**src/decode_pkg.sv**
```systemverilog
package decode_pkg;

    // fetched instruction word
    typedef logic [31:0] inst_t;
    // register value or sign-extended immediate
    typedef logic [31:0] xword_t;
    // register number x0..x31
    typedef logic [4:0]  reg_adr_t;
    // funct3 field, handed to the alu as is
    typedef logic [2:0]  alu_code_t;

    // command flags, one bit per command
    localparam int CMD_W = 22;
    typedef logic [CMD_W-1:0] cmd_vec_t;

    // bit positions inside cmd_vec_t
    localparam int CMD_LUI        = 0;
    localparam int CMD_AUIPC      = 1;
    localparam int CMD_LD         = 2;
    localparam int CMD_ALUI       = 3;
    localparam int CMD_ALUI_SHAMT = 4;
    localparam int CMD_ALU        = 5;
    localparam int CMD_ST         = 6;
    localparam int CMD_JAL        = 7;
    localparam int CMD_JALR       = 8;
    localparam int CMD_BR         = 9;
    localparam int CMD_FENCE      = 10;
    localparam int CMD_FENCEI     = 11;
    localparam int CMD_SFENCE     = 12;
    localparam int CMD_CSR        = 13;
    localparam int CMD_ECALL      = 14;
    localparam int CMD_EBREAK     = 15;
    localparam int CMD_URET       = 16;
    localparam int CMD_SRET       = 17;
    localparam int CMD_MRET       = 18;
    localparam int CMD_WFI        = 19;
    localparam int CMD_ILLEGAL    = 20;
    // addi x0,x0,0 only, kept apart from CMD_ALUI
    localparam int CMD_NOP        = 21;

    // major opcodes, inst[6:2]
    localparam logic [4:0] OP_LUI    = 5'b01101;
    localparam logic [4:0] OP_AUIPC  = 5'b00101;
    localparam logic [4:0] OP_JAL    = 5'b11011;
    localparam logic [4:0] OP_JALR   = 5'b11001;
    localparam logic [4:0] OP_BRANCH = 5'b11000;
    localparam logic [4:0] OP_LOAD   = 5'b00000;
    localparam logic [4:0] OP_STORE  = 5'b01000;
    localparam logic [4:0] OP_ALUI   = 5'b00100;
    localparam logic [4:0] OP_ALU    = 5'b01100;
    localparam logic [4:0] OP_FENCE  = 5'b00011;
    localparam logic [4:0] OP_SYSTEM = 5'b11100;

endpackage

```
**src/decoder.sv**
```systemverilog
`timescale 1ns/1ns

module decoder
    import decode_pkg::*;
(
    input  inst_t     inst,
    output cmd_vec_t  cmd,
    output alu_code_t alu_code,
    output logic      alu_sub,
    output xword_t    imm,
    output reg_adr_t  rs1_adr,
    output reg_adr_t  rs2_adr,
    output reg_adr_t  rd_adr,
    output logic      rd_we,
    output logic      rs1_used,
    output logic      rs2_used
);

    // canonical nop (addi x0,x0,0)
    localparam inst_t NOP_WORD = 32'h0000_0013;

    // one-hot of the supported major opcodes
    function automatic logic [10:0] op_decode(input logic [4:0] op);
        logic [10:0] oh;
        oh = '0;
        case (op)
            OP_LUI:    oh[0]  = 1'b1;
            OP_AUIPC:  oh[1]  = 1'b1;
            OP_JAL:    oh[2]  = 1'b1;
            OP_JALR:   oh[3]  = 1'b1;
            OP_BRANCH: oh[4]  = 1'b1;
            OP_LOAD:   oh[5]  = 1'b1;
            OP_STORE:  oh[6]  = 1'b1;
            OP_ALUI:   oh[7]  = 1'b1;
            OP_ALU:    oh[8]  = 1'b1;
            OP_FENCE:  oh[9]  = 1'b1;
            OP_SYSTEM: oh[10] = 1'b1;
            default:   oh     = '0;
        endcase
        return oh;
    endfunction

    // funct7 patterns that some command accepts
    function automatic logic [4:0] f7_decode(input logic [6:0] f7);
        logic [4:0] oh;
        oh = '0;
        case (f7)
            7'b0000000: oh[0] = 1'b1;
            // sub, sra, srai
            7'b0100000: oh[1] = 1'b1;
            // sret, wfi
            7'b0001000: oh[2] = 1'b1;
            // mret
            7'b0011000: oh[3] = 1'b1;
            // sfence.vma
            7'b0001001: oh[4] = 1'b1;
            default:    oh    = '0;
        endcase
        return oh;
    endfunction

    // system sub-op lives in the rs2 field
    function automatic logic [3:0] sub_decode(input logic [4:0] sub);
        logic [3:0] oh;
        oh = '0;
        case (sub)
            5'b00000: oh[0] = 1'b1;
            5'b00001: oh[1] = 1'b1;
            5'b00010: oh[2] = 1'b1;
            5'b00101: oh[3] = 1'b1;
            default:  oh    = '0;
        endcase
        return oh;
    endfunction

    logic [10:0] dc_op;
    logic [7:0]  dc_f3;
    logic [4:0]  dc_f7;
    logic [3:0]  dc_sub;
    logic        notc;
    logic        z_rd;
    logic        z_rs1;
    logic        z_fm;
    logic        z_imm12;
    logic        shift_ok;
    logic        sys_base;
    logic        c_lui, c_auipc, c_jal, c_jalr, c_br, c_ld, c_st;
    logic        c_alui, c_shamt, c_alu, c_nop;
    logic        c_fence, c_fencei, c_sfence, c_csr;
    logic        c_ecall, c_ebreak, c_uret, c_sret, c_mret, c_wfi;
    xword_t      imm_i, imm_s, imm_b, imm_j, imm_u;

    // field slices
    assign rd_adr   = inst[11:7];
    assign rs1_adr  = inst[19:15];
    assign rs2_adr  = inst[24:20];
    assign alu_code = inst[14:12];

    assign dc_op  = op_decode(inst[6:2]);
    assign dc_f3  = 8'b0000_0001 << inst[14:12];
    assign dc_f7  = f7_decode(inst[31:25]);
    assign dc_sub = sub_decode(inst[24:20]);

    // low bits 11 mark a 32-bit encoding
    assign notc    = (inst[1:0] == 2'b11);
    assign z_rd    = (inst[11:7] == 5'd0);
    assign z_rs1   = (inst[19:15] == 5'd0);
    // fence fm field
    assign z_fm    = (inst[31:28] == 4'd0);
    assign z_imm12 = (inst[31:20] == 12'd0);

    assign c_lui   = notc & dc_op[0];
    assign c_auipc = notc & dc_op[1];
    assign c_jal   = notc & dc_op[2];
    assign c_jalr  = notc & dc_op[3] & dc_f3[0];
    // funct3 010 and 011 are reserved for branches
    assign c_br    = notc & dc_op[4] & ~(dc_f3[2] | dc_f3[3]);
    // lb lh lw lbu lhu
    assign c_ld    = notc & dc_op[5] & (dc_f3[0] | dc_f3[1] | dc_f3[2] | dc_f3[4] | dc_f3[5]);
    // sb sh sw
    assign c_st    = notc & dc_op[6] & (dc_f3[0] | dc_f3[1] | dc_f3[2]);

    assign c_nop    = (inst == NOP_WORD);
    assign c_alui   = notc & dc_op[7] & ~(dc_f3[1] | dc_f3[5]) & ~c_nop;
    // slli needs funct7 zero while srli/srai allow bit 30
    assign shift_ok = (dc_f3[1] & dc_f7[0]) | (dc_f3[5] & (dc_f7[0] | dc_f7[1]));
    assign c_shamt  = notc & dc_op[7] & shift_ok;
    // bit 30 only legal for sub and sra
    assign c_alu    = notc & dc_op[8] & (dc_f7[0] | (dc_f7[1] & (dc_f3[0] | dc_f3[5])));

    assign c_fence  = notc & dc_op[9] & dc_f3[0] & z_fm & z_rs1 & z_rd;
    // fence.i has the whole immediate zero
    assign c_fencei = notc & dc_op[9] & dc_f3[1] & z_imm12 & z_rs1 & z_rd;

    assign c_sfence = notc & dc_op[10] & dc_f3[0] & dc_f7[4] & z_rd;
    // funct3 100 is unused in system space
    assign c_csr    = notc & dc_op[10] & ~dc_f3[0] & ~dc_f3[4];

    // privileged group shares rs1/rd zero and funct3 000
    assign sys_base = notc & dc_op[10] & dc_f3[0] & z_rs1 & z_rd;
    assign c_ecall  = sys_base & dc_f7[0] & dc_sub[0];
    assign c_ebreak = sys_base & dc_f7[0] & dc_sub[1];
    assign c_uret   = sys_base & dc_f7[0] & dc_sub[2];
    assign c_sret   = sys_base & dc_f7[2] & dc_sub[2];
    assign c_mret   = sys_base & dc_f7[3] & dc_sub[2];
    assign c_wfi    = sys_base & dc_f7[2] & dc_sub[3];

    always_comb
    begin
        cmd                 = '0;
        cmd[CMD_LUI]        = c_lui;
        cmd[CMD_AUIPC]      = c_auipc;
        cmd[CMD_LD]         = c_ld;
        cmd[CMD_ALUI]       = c_alui;
        cmd[CMD_ALUI_SHAMT] = c_shamt;
        cmd[CMD_ALU]        = c_alu;
        cmd[CMD_ST]         = c_st;
        cmd[CMD_JAL]        = c_jal;
        cmd[CMD_JALR]       = c_jalr;
        cmd[CMD_BR]         = c_br;
        cmd[CMD_FENCE]      = c_fence;
        cmd[CMD_FENCEI]     = c_fencei;
        cmd[CMD_SFENCE]     = c_sfence;
        cmd[CMD_CSR]        = c_csr;
        cmd[CMD_ECALL]      = c_ecall;
        cmd[CMD_EBREAK]     = c_ebreak;
        cmd[CMD_URET]       = c_uret;
        cmd[CMD_SRET]       = c_sret;
        cmd[CMD_MRET]       = c_mret;
        cmd[CMD_WFI]        = c_wfi;
        cmd[CMD_NOP]        = c_nop;
        // nothing matched
        cmd[CMD_ILLEGAL]    = ~|cmd;
    end

    // immediate formats
    assign imm_i = {{20{inst[31]}}, inst[31:20]};
    assign imm_s = {{20{inst[31]}}, inst[31:25], inst[11:7]};
    assign imm_b = {{19{inst[31]}}, inst[31], inst[7], inst[30:25], inst[11:8], 1'b0};
    assign imm_j = {{11{inst[31]}}, inst[31], inst[19:12], inst[20], inst[30:21], 1'b0};
    assign imm_u = {inst[31:12], 12'h000};

    // shifts keep I format and execute takes shamt from imm[4:0]
    always_comb
    begin
        if (c_ld | c_alui | c_shamt | c_jalr | c_csr)
            imm = imm_i;
        else if (c_st)
            imm = imm_s;
        else if (c_br)
            imm = imm_b;
        else if (c_jal)
            imm = imm_j;
        else if (c_lui | c_auipc)
            imm = imm_u;
        else
            imm = '0;
    end

    // only register alu ops use bit 30 as sub/sra select
    assign alu_sub = c_alu & inst[30];

    // nop keeps rd_we since its write to x0 is dropped anyway
    assign rd_we = c_lui | c_auipc | c_ld | c_alui | c_shamt | c_alu
                 | c_jal | c_jalr | c_csr | c_nop;

    // operand use for the load-use check
    // csr immediate forms (funct3 1xx) read no register
    assign rs1_used = c_ld | c_st | c_alui | c_shamt | c_alu | c_jalr | c_br
                    | c_sfence | (c_csr & ~inst[14]);
    assign rs2_used = c_alu | c_st | c_br | c_sfence;

    // exactly one command per word including illegal
    a_cmd_onehot: assert final ($onehot(cmd));

endmodule

```
**src/reg_file.sv**
```systemverilog
`timescale 1ns/1ns

module reg_file
    import decode_pkg::*;
#(
    // 1 forwards a same-cycle write to the read ports
    parameter int WRITE_BYPASS = 1
) (
    input  logic     clk,
    input  logic     rst_n,
    input  reg_adr_t rs1_adr,
    input  reg_adr_t rs2_adr,
    input  logic     we,
    input  reg_adr_t wr_adr,
    input  xword_t   wr_data,
    output xword_t   rs1_data,
    output xword_t   rs2_data
);

    // storage for x1..x31 only since x0 has none
    xword_t regs [1:31];

    always_ff @(posedge clk or negedge rst_n)
    begin
        if (!rst_n)
        begin
            for (int i = 1; i < 32; i++)
                regs[i] <= '0;
        end
        // writes to x0 dropped
        else if (we && (wr_adr != '0))
        begin
            regs[wr_adr] <= wr_data;
        end
    end

    // one read port checks x0 first, then the bypass, then storage
    function automatic xword_t read_port(input reg_adr_t adr);
        if (adr == '0)
            return '0;
        else if ((WRITE_BYPASS != 0) && we && (adr == wr_adr))
            return wr_data;
        else
            return regs[adr];
    endfunction

    always_comb
    begin
        rs1_data = read_port(rs1_adr);
        rs2_data = read_port(rs2_adr);
    end

    // a stored value reads back on the next edge unless that register is rewritten
    a_read_back: assert property (@(posedge clk) disable iff (!rst_n)
        (we && (wr_adr != '0)) |=> ((rs1_adr != $past(wr_adr))
            || (we && (wr_adr == rs1_adr)) || (rs1_data == $past(wr_data))));

endmodule

```
**src/id_ex_reg.sv**
```systemverilog
`timescale 1ns/1ns

module id_ex_reg
    import decode_pkg::*;
(
    input  logic      clk,
    input  logic      rst_n,
    input  logic      inst_valid,
    input  cmd_vec_t  cmd,
    input  alu_code_t alu_code,
    input  logic      alu_sub,
    input  xword_t    imm,
    input  reg_adr_t  rd_adr,
    input  logic      rd_we,
    input  reg_adr_t  rs1_adr,
    input  reg_adr_t  rs2_adr,
    input  logic      rs1_used,
    input  logic      rs2_used,
    input  xword_t    rs1_data,
    input  xword_t    rs2_data,
    output logic      stall,
    output logic      ex_valid,
    output cmd_vec_t  ex_cmd,
    output alu_code_t ex_alu_code,
    output logic      ex_alu_sub,
    output xword_t    ex_imm,
    output xword_t    ex_rs1_data,
    output xword_t    ex_rs2_data,
    output reg_adr_t  ex_rd_adr,
    output logic      ex_rd_we
);

    logic held_load;
    logic rs1_hit;
    logic rs2_hit;
    logic issue;

    // load sitting in execute that writes a real register
    assign held_load = ex_valid & ex_cmd[CMD_LD] & (ex_rd_adr != '0);

    // decoded sources against the load target
    assign rs1_hit = rs1_used & (rs1_adr == ex_rd_adr);
    assign rs2_hit = rs2_used & (rs2_adr == ex_rd_adr);

    // load data is not ready until after execute so fetch holds one cycle
    assign stall = inst_valid & held_load & (rs1_hit | rs2_hit);

    // word goes to execute this edge
    assign issue = inst_valid & ~stall;

    // control part is cleared on reset and on a bubble
    always_ff @(posedge clk or negedge rst_n)
    begin
        if (!rst_n)
        begin
            ex_valid  <= 1'b0;
            ex_cmd    <= '0;
            ex_rd_we  <= 1'b0;
            ex_rd_adr <= '0;
        end
        else
        begin
            ex_valid  <= issue;
            // bubble carries no command
            ex_cmd    <= issue ? cmd : '0;
            ex_rd_we  <= issue & rd_we;
            // hazard compare is qualified by ex_valid
            ex_rd_adr <= rd_adr;
        end
    end

    // operand payload for execute
    always_ff @(posedge clk)
    begin
        ex_alu_code <= alu_code;
        ex_alu_sub  <= alu_sub;
        ex_imm      <= imm;
        ex_rs1_data <= rs1_data;
        ex_rs2_data <= rs2_data;
    end

    // hazard detection relies on every held load writing its rd
    a_load_writes_rd: assert property (@(posedge clk) disable iff (!rst_n)
        (ex_valid && ex_cmd[CMD_LD]) |-> ex_rd_we);

    // a valid slot carries exactly one command
    a_valid_onehot: assert property (@(posedge clk) disable iff (!rst_n)
        ex_valid |-> $onehot(ex_cmd));

endmodule

```
**src/decode_stage.sv**
```systemverilog
`timescale 1ns/1ns

module decode_stage
    import decode_pkg::*;
#(
    parameter int WRITE_BYPASS = 1
) (
    input  logic      clk,
    input  logic      rst_n,
    // from fetch
    input  inst_t     inst,
    input  logic      inst_valid,
    // writeback port
    input  logic      wb_we,
    input  reg_adr_t  wb_adr,
    input  xword_t    wb_data,
    // back to fetch
    output logic      stall,
    // to execute
    output logic      ex_valid,
    output cmd_vec_t  ex_cmd,
    output alu_code_t ex_alu_code,
    output logic      ex_alu_sub,
    output xword_t    ex_imm,
    output xword_t    ex_rs1_data,
    output xword_t    ex_rs2_data,
    output reg_adr_t  ex_rd_adr,
    output logic      ex_rd_we
);

    cmd_vec_t  cmd;
    alu_code_t alu_code;
    logic      alu_sub;
    xword_t    imm;
    reg_adr_t  rs1_adr;
    reg_adr_t  rs2_adr;
    reg_adr_t  rd_adr;
    logic      rd_we;
    logic      rs1_used;
    logic      rs2_used;
    xword_t    rs1_data;
    xword_t    rs2_data;

    decoder u_decoder (
        .inst     (inst),
        .cmd      (cmd),
        .alu_code (alu_code),
        .alu_sub  (alu_sub),
        .imm      (imm),
        .rs1_adr  (rs1_adr),
        .rs2_adr  (rs2_adr),
        .rd_adr   (rd_adr),
        .rd_we    (rd_we),
        .rs1_used (rs1_used),
        .rs2_used (rs2_used)
    );

    // reads in parallel with the decode
    reg_file #(
        .WRITE_BYPASS (WRITE_BYPASS)
    ) u_reg_file (
        .clk      (clk),
        .rst_n    (rst_n),
        .rs1_adr  (rs1_adr),
        .rs2_adr  (rs2_adr),
        .we       (wb_we),
        .wr_adr   (wb_adr),
        .wr_data  (wb_data),
        .rs1_data (rs1_data),
        .rs2_data (rs2_data)
    );

    id_ex_reg u_id_ex_reg (
        .clk         (clk),
        .rst_n       (rst_n),
        .inst_valid  (inst_valid),
        .cmd         (cmd),
        .alu_code    (alu_code),
        .alu_sub     (alu_sub),
        .imm         (imm),
        .rd_adr      (rd_adr),
        .rd_we       (rd_we),
        .rs1_adr     (rs1_adr),
        .rs2_adr     (rs2_adr),
        .rs1_used    (rs1_used),
        .rs2_used    (rs2_used),
        .rs1_data    (rs1_data),
        .rs2_data    (rs2_data),
        .stall       (stall),
        .ex_valid    (ex_valid),
        .ex_cmd      (ex_cmd),
        .ex_alu_code (ex_alu_code),
        .ex_alu_sub  (ex_alu_sub),
        .ex_imm      (ex_imm),
        .ex_rs1_data (ex_rs1_data),
        .ex_rs2_data (ex_rs2_data),
        .ex_rd_adr   (ex_rd_adr),
        .ex_rd_we    (ex_rd_we)
    );

endmodule

```
**config.mk**
```make
export PLATFORM = sky130hd
export DESIGN_NAME = decode_stage
export DESIGN_NICKNAME = d
export VERILOG_FILES = /design/src/decode_pkg.sv /design/src/decoder.sv /design/src/reg_file.sv /design/src/id_ex_reg.sv /design/src/decode_stage.sv
export SDC_FILE = /design/constraint.sdc
export NUM_CORES = 2
export LEC_CHECK = 0
export BUFFER_PORTS_ARGS = -buffer_cell sky130_fd_sc_hd__buf_2
export CAP_MARGIN = 20
export CORE_ASPECT_RATIO = 0.5
export CORE_MARGIN = 1
export CORE_UTILIZATION = 53
export DETAILED_ROUTE_END_ITERATION = 6
export GPL_TIMING_DRIVEN = 0
export MAX_ROUTING_LAYER = met4
export PLACE_DENSITY = 0.7
export SYNTH_ARGS = -nofsm -noshare
export SYNTH_HDL_FRONTEND = slang
export SYNTH_HIERARCHICAL = 1
export SYNTH_SLANG_ARGS = --single-unit
```
**constraint.sdc**
```tcl
create_clock -name clk -period 2.7 [get_ports clk]
set_input_delay 0.405 -clock clk [delete_from_list [all_inputs] [get_ports clk]]
set_output_delay 0.405 -clock clk [all_outputs]
set_load 0.02 [all_outputs]
```
==> results.md <==
- The total global-route track usage is 0.503.
- The clock reaches the later pin of the worst-skew pair after 0.76 ns.
- The gate count after technology mapping is 4,334.
- Of the cells placed in the final design, the portion with a size suffix greater than 1 is 0.474.
- Dividing the detail-routed wire length by the instance count gives roughly 44 um.
- In this design, the critical path's most frequently occurring cell is sky130_fd_sc_hd__buf_6.
- The cell depth of the worst flop-to-flop path is 5.
- Of all nets on the critical path, the largest fanout is 10.
- Routability-driven placement finished with a final weighted congestion of 1.09.
- The post-detailed-route via-to-cell ratio is 7.42.
- The number of nets in the final layout is 4,786.
- The first global-routing pass estimated around 370 mm of wire.
- Setup repair after global routing could not meet its margin everywhere.
- The final route contains 46,818 vias.
- The number of warnings printed during yosys synthesis is 6.
- The post-synthesis adder-cell area fraction is 0.
- The kind of cell adding the most delay to the critical path is buffers and inverters.
- For this run, the leading register cell type out of synthesis is sky130_fd_sc_hd__dfrtp_1.
- The die is 238 um tall.
- The clock-pin slew reported for the worst setup and hold paths after clock tree synthesis is 0.07 ns.
- The category of the worst setup path launch point is a primary input.
- The sequential-to-total area share from yosys stat is 0.469.
- The count of placed standard cells in the final layout, fillers left out is 6,310.
- The number of top-level pins is 203.
- The leakage power summed over all cells is about 29 nW.
- After synthesis, the largest family of logic cells by area is multiplexers.
- The post-route core utilization is 0.616.
- The post-synthesis cell area is 58,800 sq um.
- The XOR/XNOR share of the synthesized area is 0.00313.
- The post-detailed-route DRC marker count is 0.
- The flow ran to the end, but the final reports show violations.
- Across the whole layout, storage elements account for 27,600 sq um.
- The synthesized-area fraction occupied by and/or/nand/nor cells is 0.0490.
- The multiplexer area fraction after synthesis is 0.373.
- After layout, the worst setup slack is -0.201 ns.
- The critical path goes through buf_2 -> buf_4 -> buf_2 -> buf_6 -> buf_6 -> buf_6 -> mux2i_1 -> o22ai_1 -> a211oi_1 -> nor3_1.
- Setup slack on the worst reg-to-reg path comes out at about 0.35 ns.
- The worst register-to-register path ends at u_id_ex_reg/ex_rs2_data[22].
- Together, buffers and inverters on the worst path number 6.
- TritonCTS built the clock tree.
- Summing all multi-input logic gate instances after layout gives 29,100 sq um.
- The final setup skew is 0.0396 ns.
- The number of antenna violations at the first check in global routing was 33.
- The number of synthesized flops with an enable pin is 0.
- The H-tree generated during clock tree synthesis spans 3 levels.
- The master cell of the clock root buffer is sky130_fd_sc_hd__clkbuf_16.
- The number of placed instances, taps included, is 6,045.
- The number of antenna-violating nets in the routed design is 0.
- The number of rows in the core area is 85.
- The maximum vdd drop is slightly above 0.6 mV.
- For the final routed database, the setup TNS stands at -3.41 ns.
- For this run, the slowest stage of the critical path takes about 0.55 ns.
- The logic depth of the worst setup path including buffers is 10.
- The final-layout worst hold slack is -0.397 ns.
- The startpoint of the lowest-slack register-to-register path is u_reg_file/regs[22].
- The number of buffers added to fix hold violations after cts is 28.
- After detailed placement, the total cell area comes to 62,300 sq um.
- In this run the worst hold path is classified as primary input to async pin.
- At the worst endpoint, the arrival time is 3.51 ns.
- The slowest cell on the critical path is sky130_fd_sc_hd__a211oi_1.
- After synthesis, the mean cell area works out to 13.6 sq um.
- Synthesis produced a netlist with a net count of 4,407.
- At the pin with the least slew margin, the transition time is 1.39 ns.
- Counting along the longest clock path gives a buffer depth of 3.
- The critical path in this run is classified as primary input to register.
- The setup violation total in the final timing report is 40.
- The final period demand of the worst path is 2.90 ns.
- The core outline area is 109,000 sq um.
- For this run, the detailed router's first-pass iteration total came to 6.
- The horizontal die dimension is 473 um.
- The synthesis-to-finish area growth is 14.0%.
- In the finished design, the share of the clock period the worst path needs comes to 1.07.
- The power density normalized to cell area is 738 nW/um^2.
- The half-perimeter wire length after detailed placement is slightly below 200 mm.
- The worst pin sits at a relative slew slack of 0.0764.
- The total of max-cap violations is 0.
- The DRC marker count from the first detailed-route iteration is 7,547.
- The proportion of register bits with asynchronous set or reset after synthesis is 0.911.
- The via count of the first global-routing pass is 45,073.
- The netlist uses 82 different library cells.
- The number of sinks on the clock net is 1,121.
- The final number of hold-violating endpoints came to 146.
- The number of slew-limit violations in the final report was 0.
- The sum of routed wire length over all layers is 275 mm.
- The TritonCTS buffer count is 104.
- Summing all non-filler instances in the final layout gives an area of roughly 67,000 sq um.
- Fill cells in the final layout number 8,502.
- The critical path endpoint category is a register.
- For this configuration, the core starts out at a cell density of 0.540.
- The highest achievable clock rate is between 300 and 400 MHz.
- The total die area is about 110,000 sq um.
- The count of buffers added on input and output ports is 193.
- The checks that failed: negative hold slack, negative setup slack.
- Synthesis inferred 1,121 register bits.
- The fraction of the mapped netlist area in compound gates came to 0.0613.
- Data on the critical path is required at its endpoint by 3.31 ns.
- The total overflow left after global routing is 0.
- The maximum number of pins on one net before global-route repair is 151.
## logic make-up (layout without fill, tap and decap cells)
family | count (synthesis) | in the layout
AO/OA/AOI/OAI | 500 | 500
XOR/XNOR | 21 | 21
buffers and inverters | 498 | 962
flip-flops | 1121 | 1121
multiplexers | 1625 | 1625
other | 0 | 33
AND/OR/NAND/NOR | 569 | 569
## cell usage after synthesis (all sizes together) (4+ instances only)
cell,instances,share of area
a2111oi,4,0.00070
a211oi,97,0.012
a21boi,5,0.00064
a21oi,58,0.0050
a221o,37,0.0063
a221oi,64,0.0099
a22o,8,0.0012
and2,6,0.00066
and3,9,0.00096
buf,308,0.033
clkbuf,178,0.011
dfrtp,1021,0.43
dfxtp,100,0.034
inv,12,0.00077
mux2,1155,0.22
mux2i,133,0.023
mux4,337,0.13
nand2,65,0.0041
nand2b,12,0.0013
nand3,11,0.0010
nand3b,10,0.0015
nand4,4,0.00043
nor2,216,0.014
nor2b,53,0.0056
nor3,90,0.0081
nor3b,5,0.00064
nor4,56,0.0062
nor4b,4,0.00060
o211ai,6,0.00077
o21ai,56,0.0048
o221ai,14,0.0021
o22a,19,0.0028
o22ai,120,0.013
or2,8,0.00085
or3,4,0.00043
xnor2,12,0.0018
xor2,9,0.0013
## power breakdown
part / switching [mW] / total [mW] / internal [mW]
combinational: 5.76 / 11.4 / 5.64
sequential: 2.42 / 22.3 / 19.9
clock: 7.22 / 15.8 / 8.60
total: 15.4 / 49.5 / 34.1
## what timing repair did
action	4_1_cts	5_1_grt
endpoints found under the setup margin	186	165
gates resized for setup	123	59
cloned	1	1
setup buffers	7	1
hold endpoints to repair	198	146
pin swaps	8	5
## worst max-delay path by stage
stage	startpoint	endpoint	slack (ns)
2_1_floorplan	inst[12]	stall	0.05
3_3_place_gp	rst_n	u_reg_file/regs[274]	-21.08
3_5_place_dp	inst[22]	u_id_ex_reg/ex_rs2_data[20]	-1.61
4_1_cts	inst[4]	stall	-0.08
5_1_grt	inst[6]	stall	-0.17
6_report	inst[22]	u_id_ex_reg/ex_rs2_data[6]	-0.20
## layout by cell type, fill, tap and decap left out, types with 62 or more instances in the layout
cell and count:
sky130_fd_sc_hd__mux2i_1 125, sky130_fd_sc_hd__mux4_2 337, sky130_fd_sc_hd__nand2_1 64, sky130_fd_sc_hd__nor3_1 75, sky130_fd_sc_hd__a221oi_1 62, sky130_fd_sc_hd__nor2_1 212
sky130_fd_sc_hd__clkbuf_1 169, sky130_fd_sc_hd__dfrtp_1 1021, sky130_fd_sc_hd__a211oi_1 78, sky130_fd_sc_hd__buf_2 297, sky130_fd_sc_hd__dfxtp_1 100, sky130_fd_sc_hd__clkbuf_16 110
sky130_fd_sc_hd__mux2_2 1133, sky130_fd_sc_hd__o22ai_1 118, sky130_fd_sc_hd__buf_4 113
## routing by layer
layer	track usage	vias up	routed length, um
met4	0.216	0	14000
met3	0.289	828	49800
met2	0.620	4100	105000
met5	-	-	0
li1	-	17279	-
met1	0.658	24611	106000
## cell type report
cell class / instances / area share
tap: 1479 / 0.0276
clock buffer: 146 / 0.0453
inverter: 12 / 0.000709
multi-input combinational: 2715 / 0.434
sequential: 1121 / 0.411
timing repair buffer: 277 / 0.0314
antenna: 33 / 0.00123
buffer: 482 / 0.0414
clock inverter: 45 / 0.00787
## stage by stage
stage / total power [mW] / setup slack (ns)
4_1_cts: 48.8 / -0.0848
3_5_place_dp: 33.1 / -1.61
6_report: 49.5 / -0.201
3_3_place_gp: 32.5 / -21.08
2_1_floorplan: 28.8 / 0.0475
5_1_grt: 50.8 / -0.170
## registers in the layout, summed over array words and instances (netlist names)
register / cells
u_id_ex_reg/ex_alu_code: 3
u_id_ex_reg/ex_rs1_data: 32
u_id_ex_reg/ex_rd_adr: 5
u_id_ex_reg/ex_alu_sub: 1
u_reg_file/regs: 992
u_id_ex_reg/ex_imm: 32
u_id_ex_reg/ex_valid: 1
u_id_ex_reg/ex_rd_we: 1
u_id_ex_reg/ex_rs2_data: 32
u_id_ex_reg/ex_cmd: 22
Note: power is estimated with default switching activity, not from simulation.
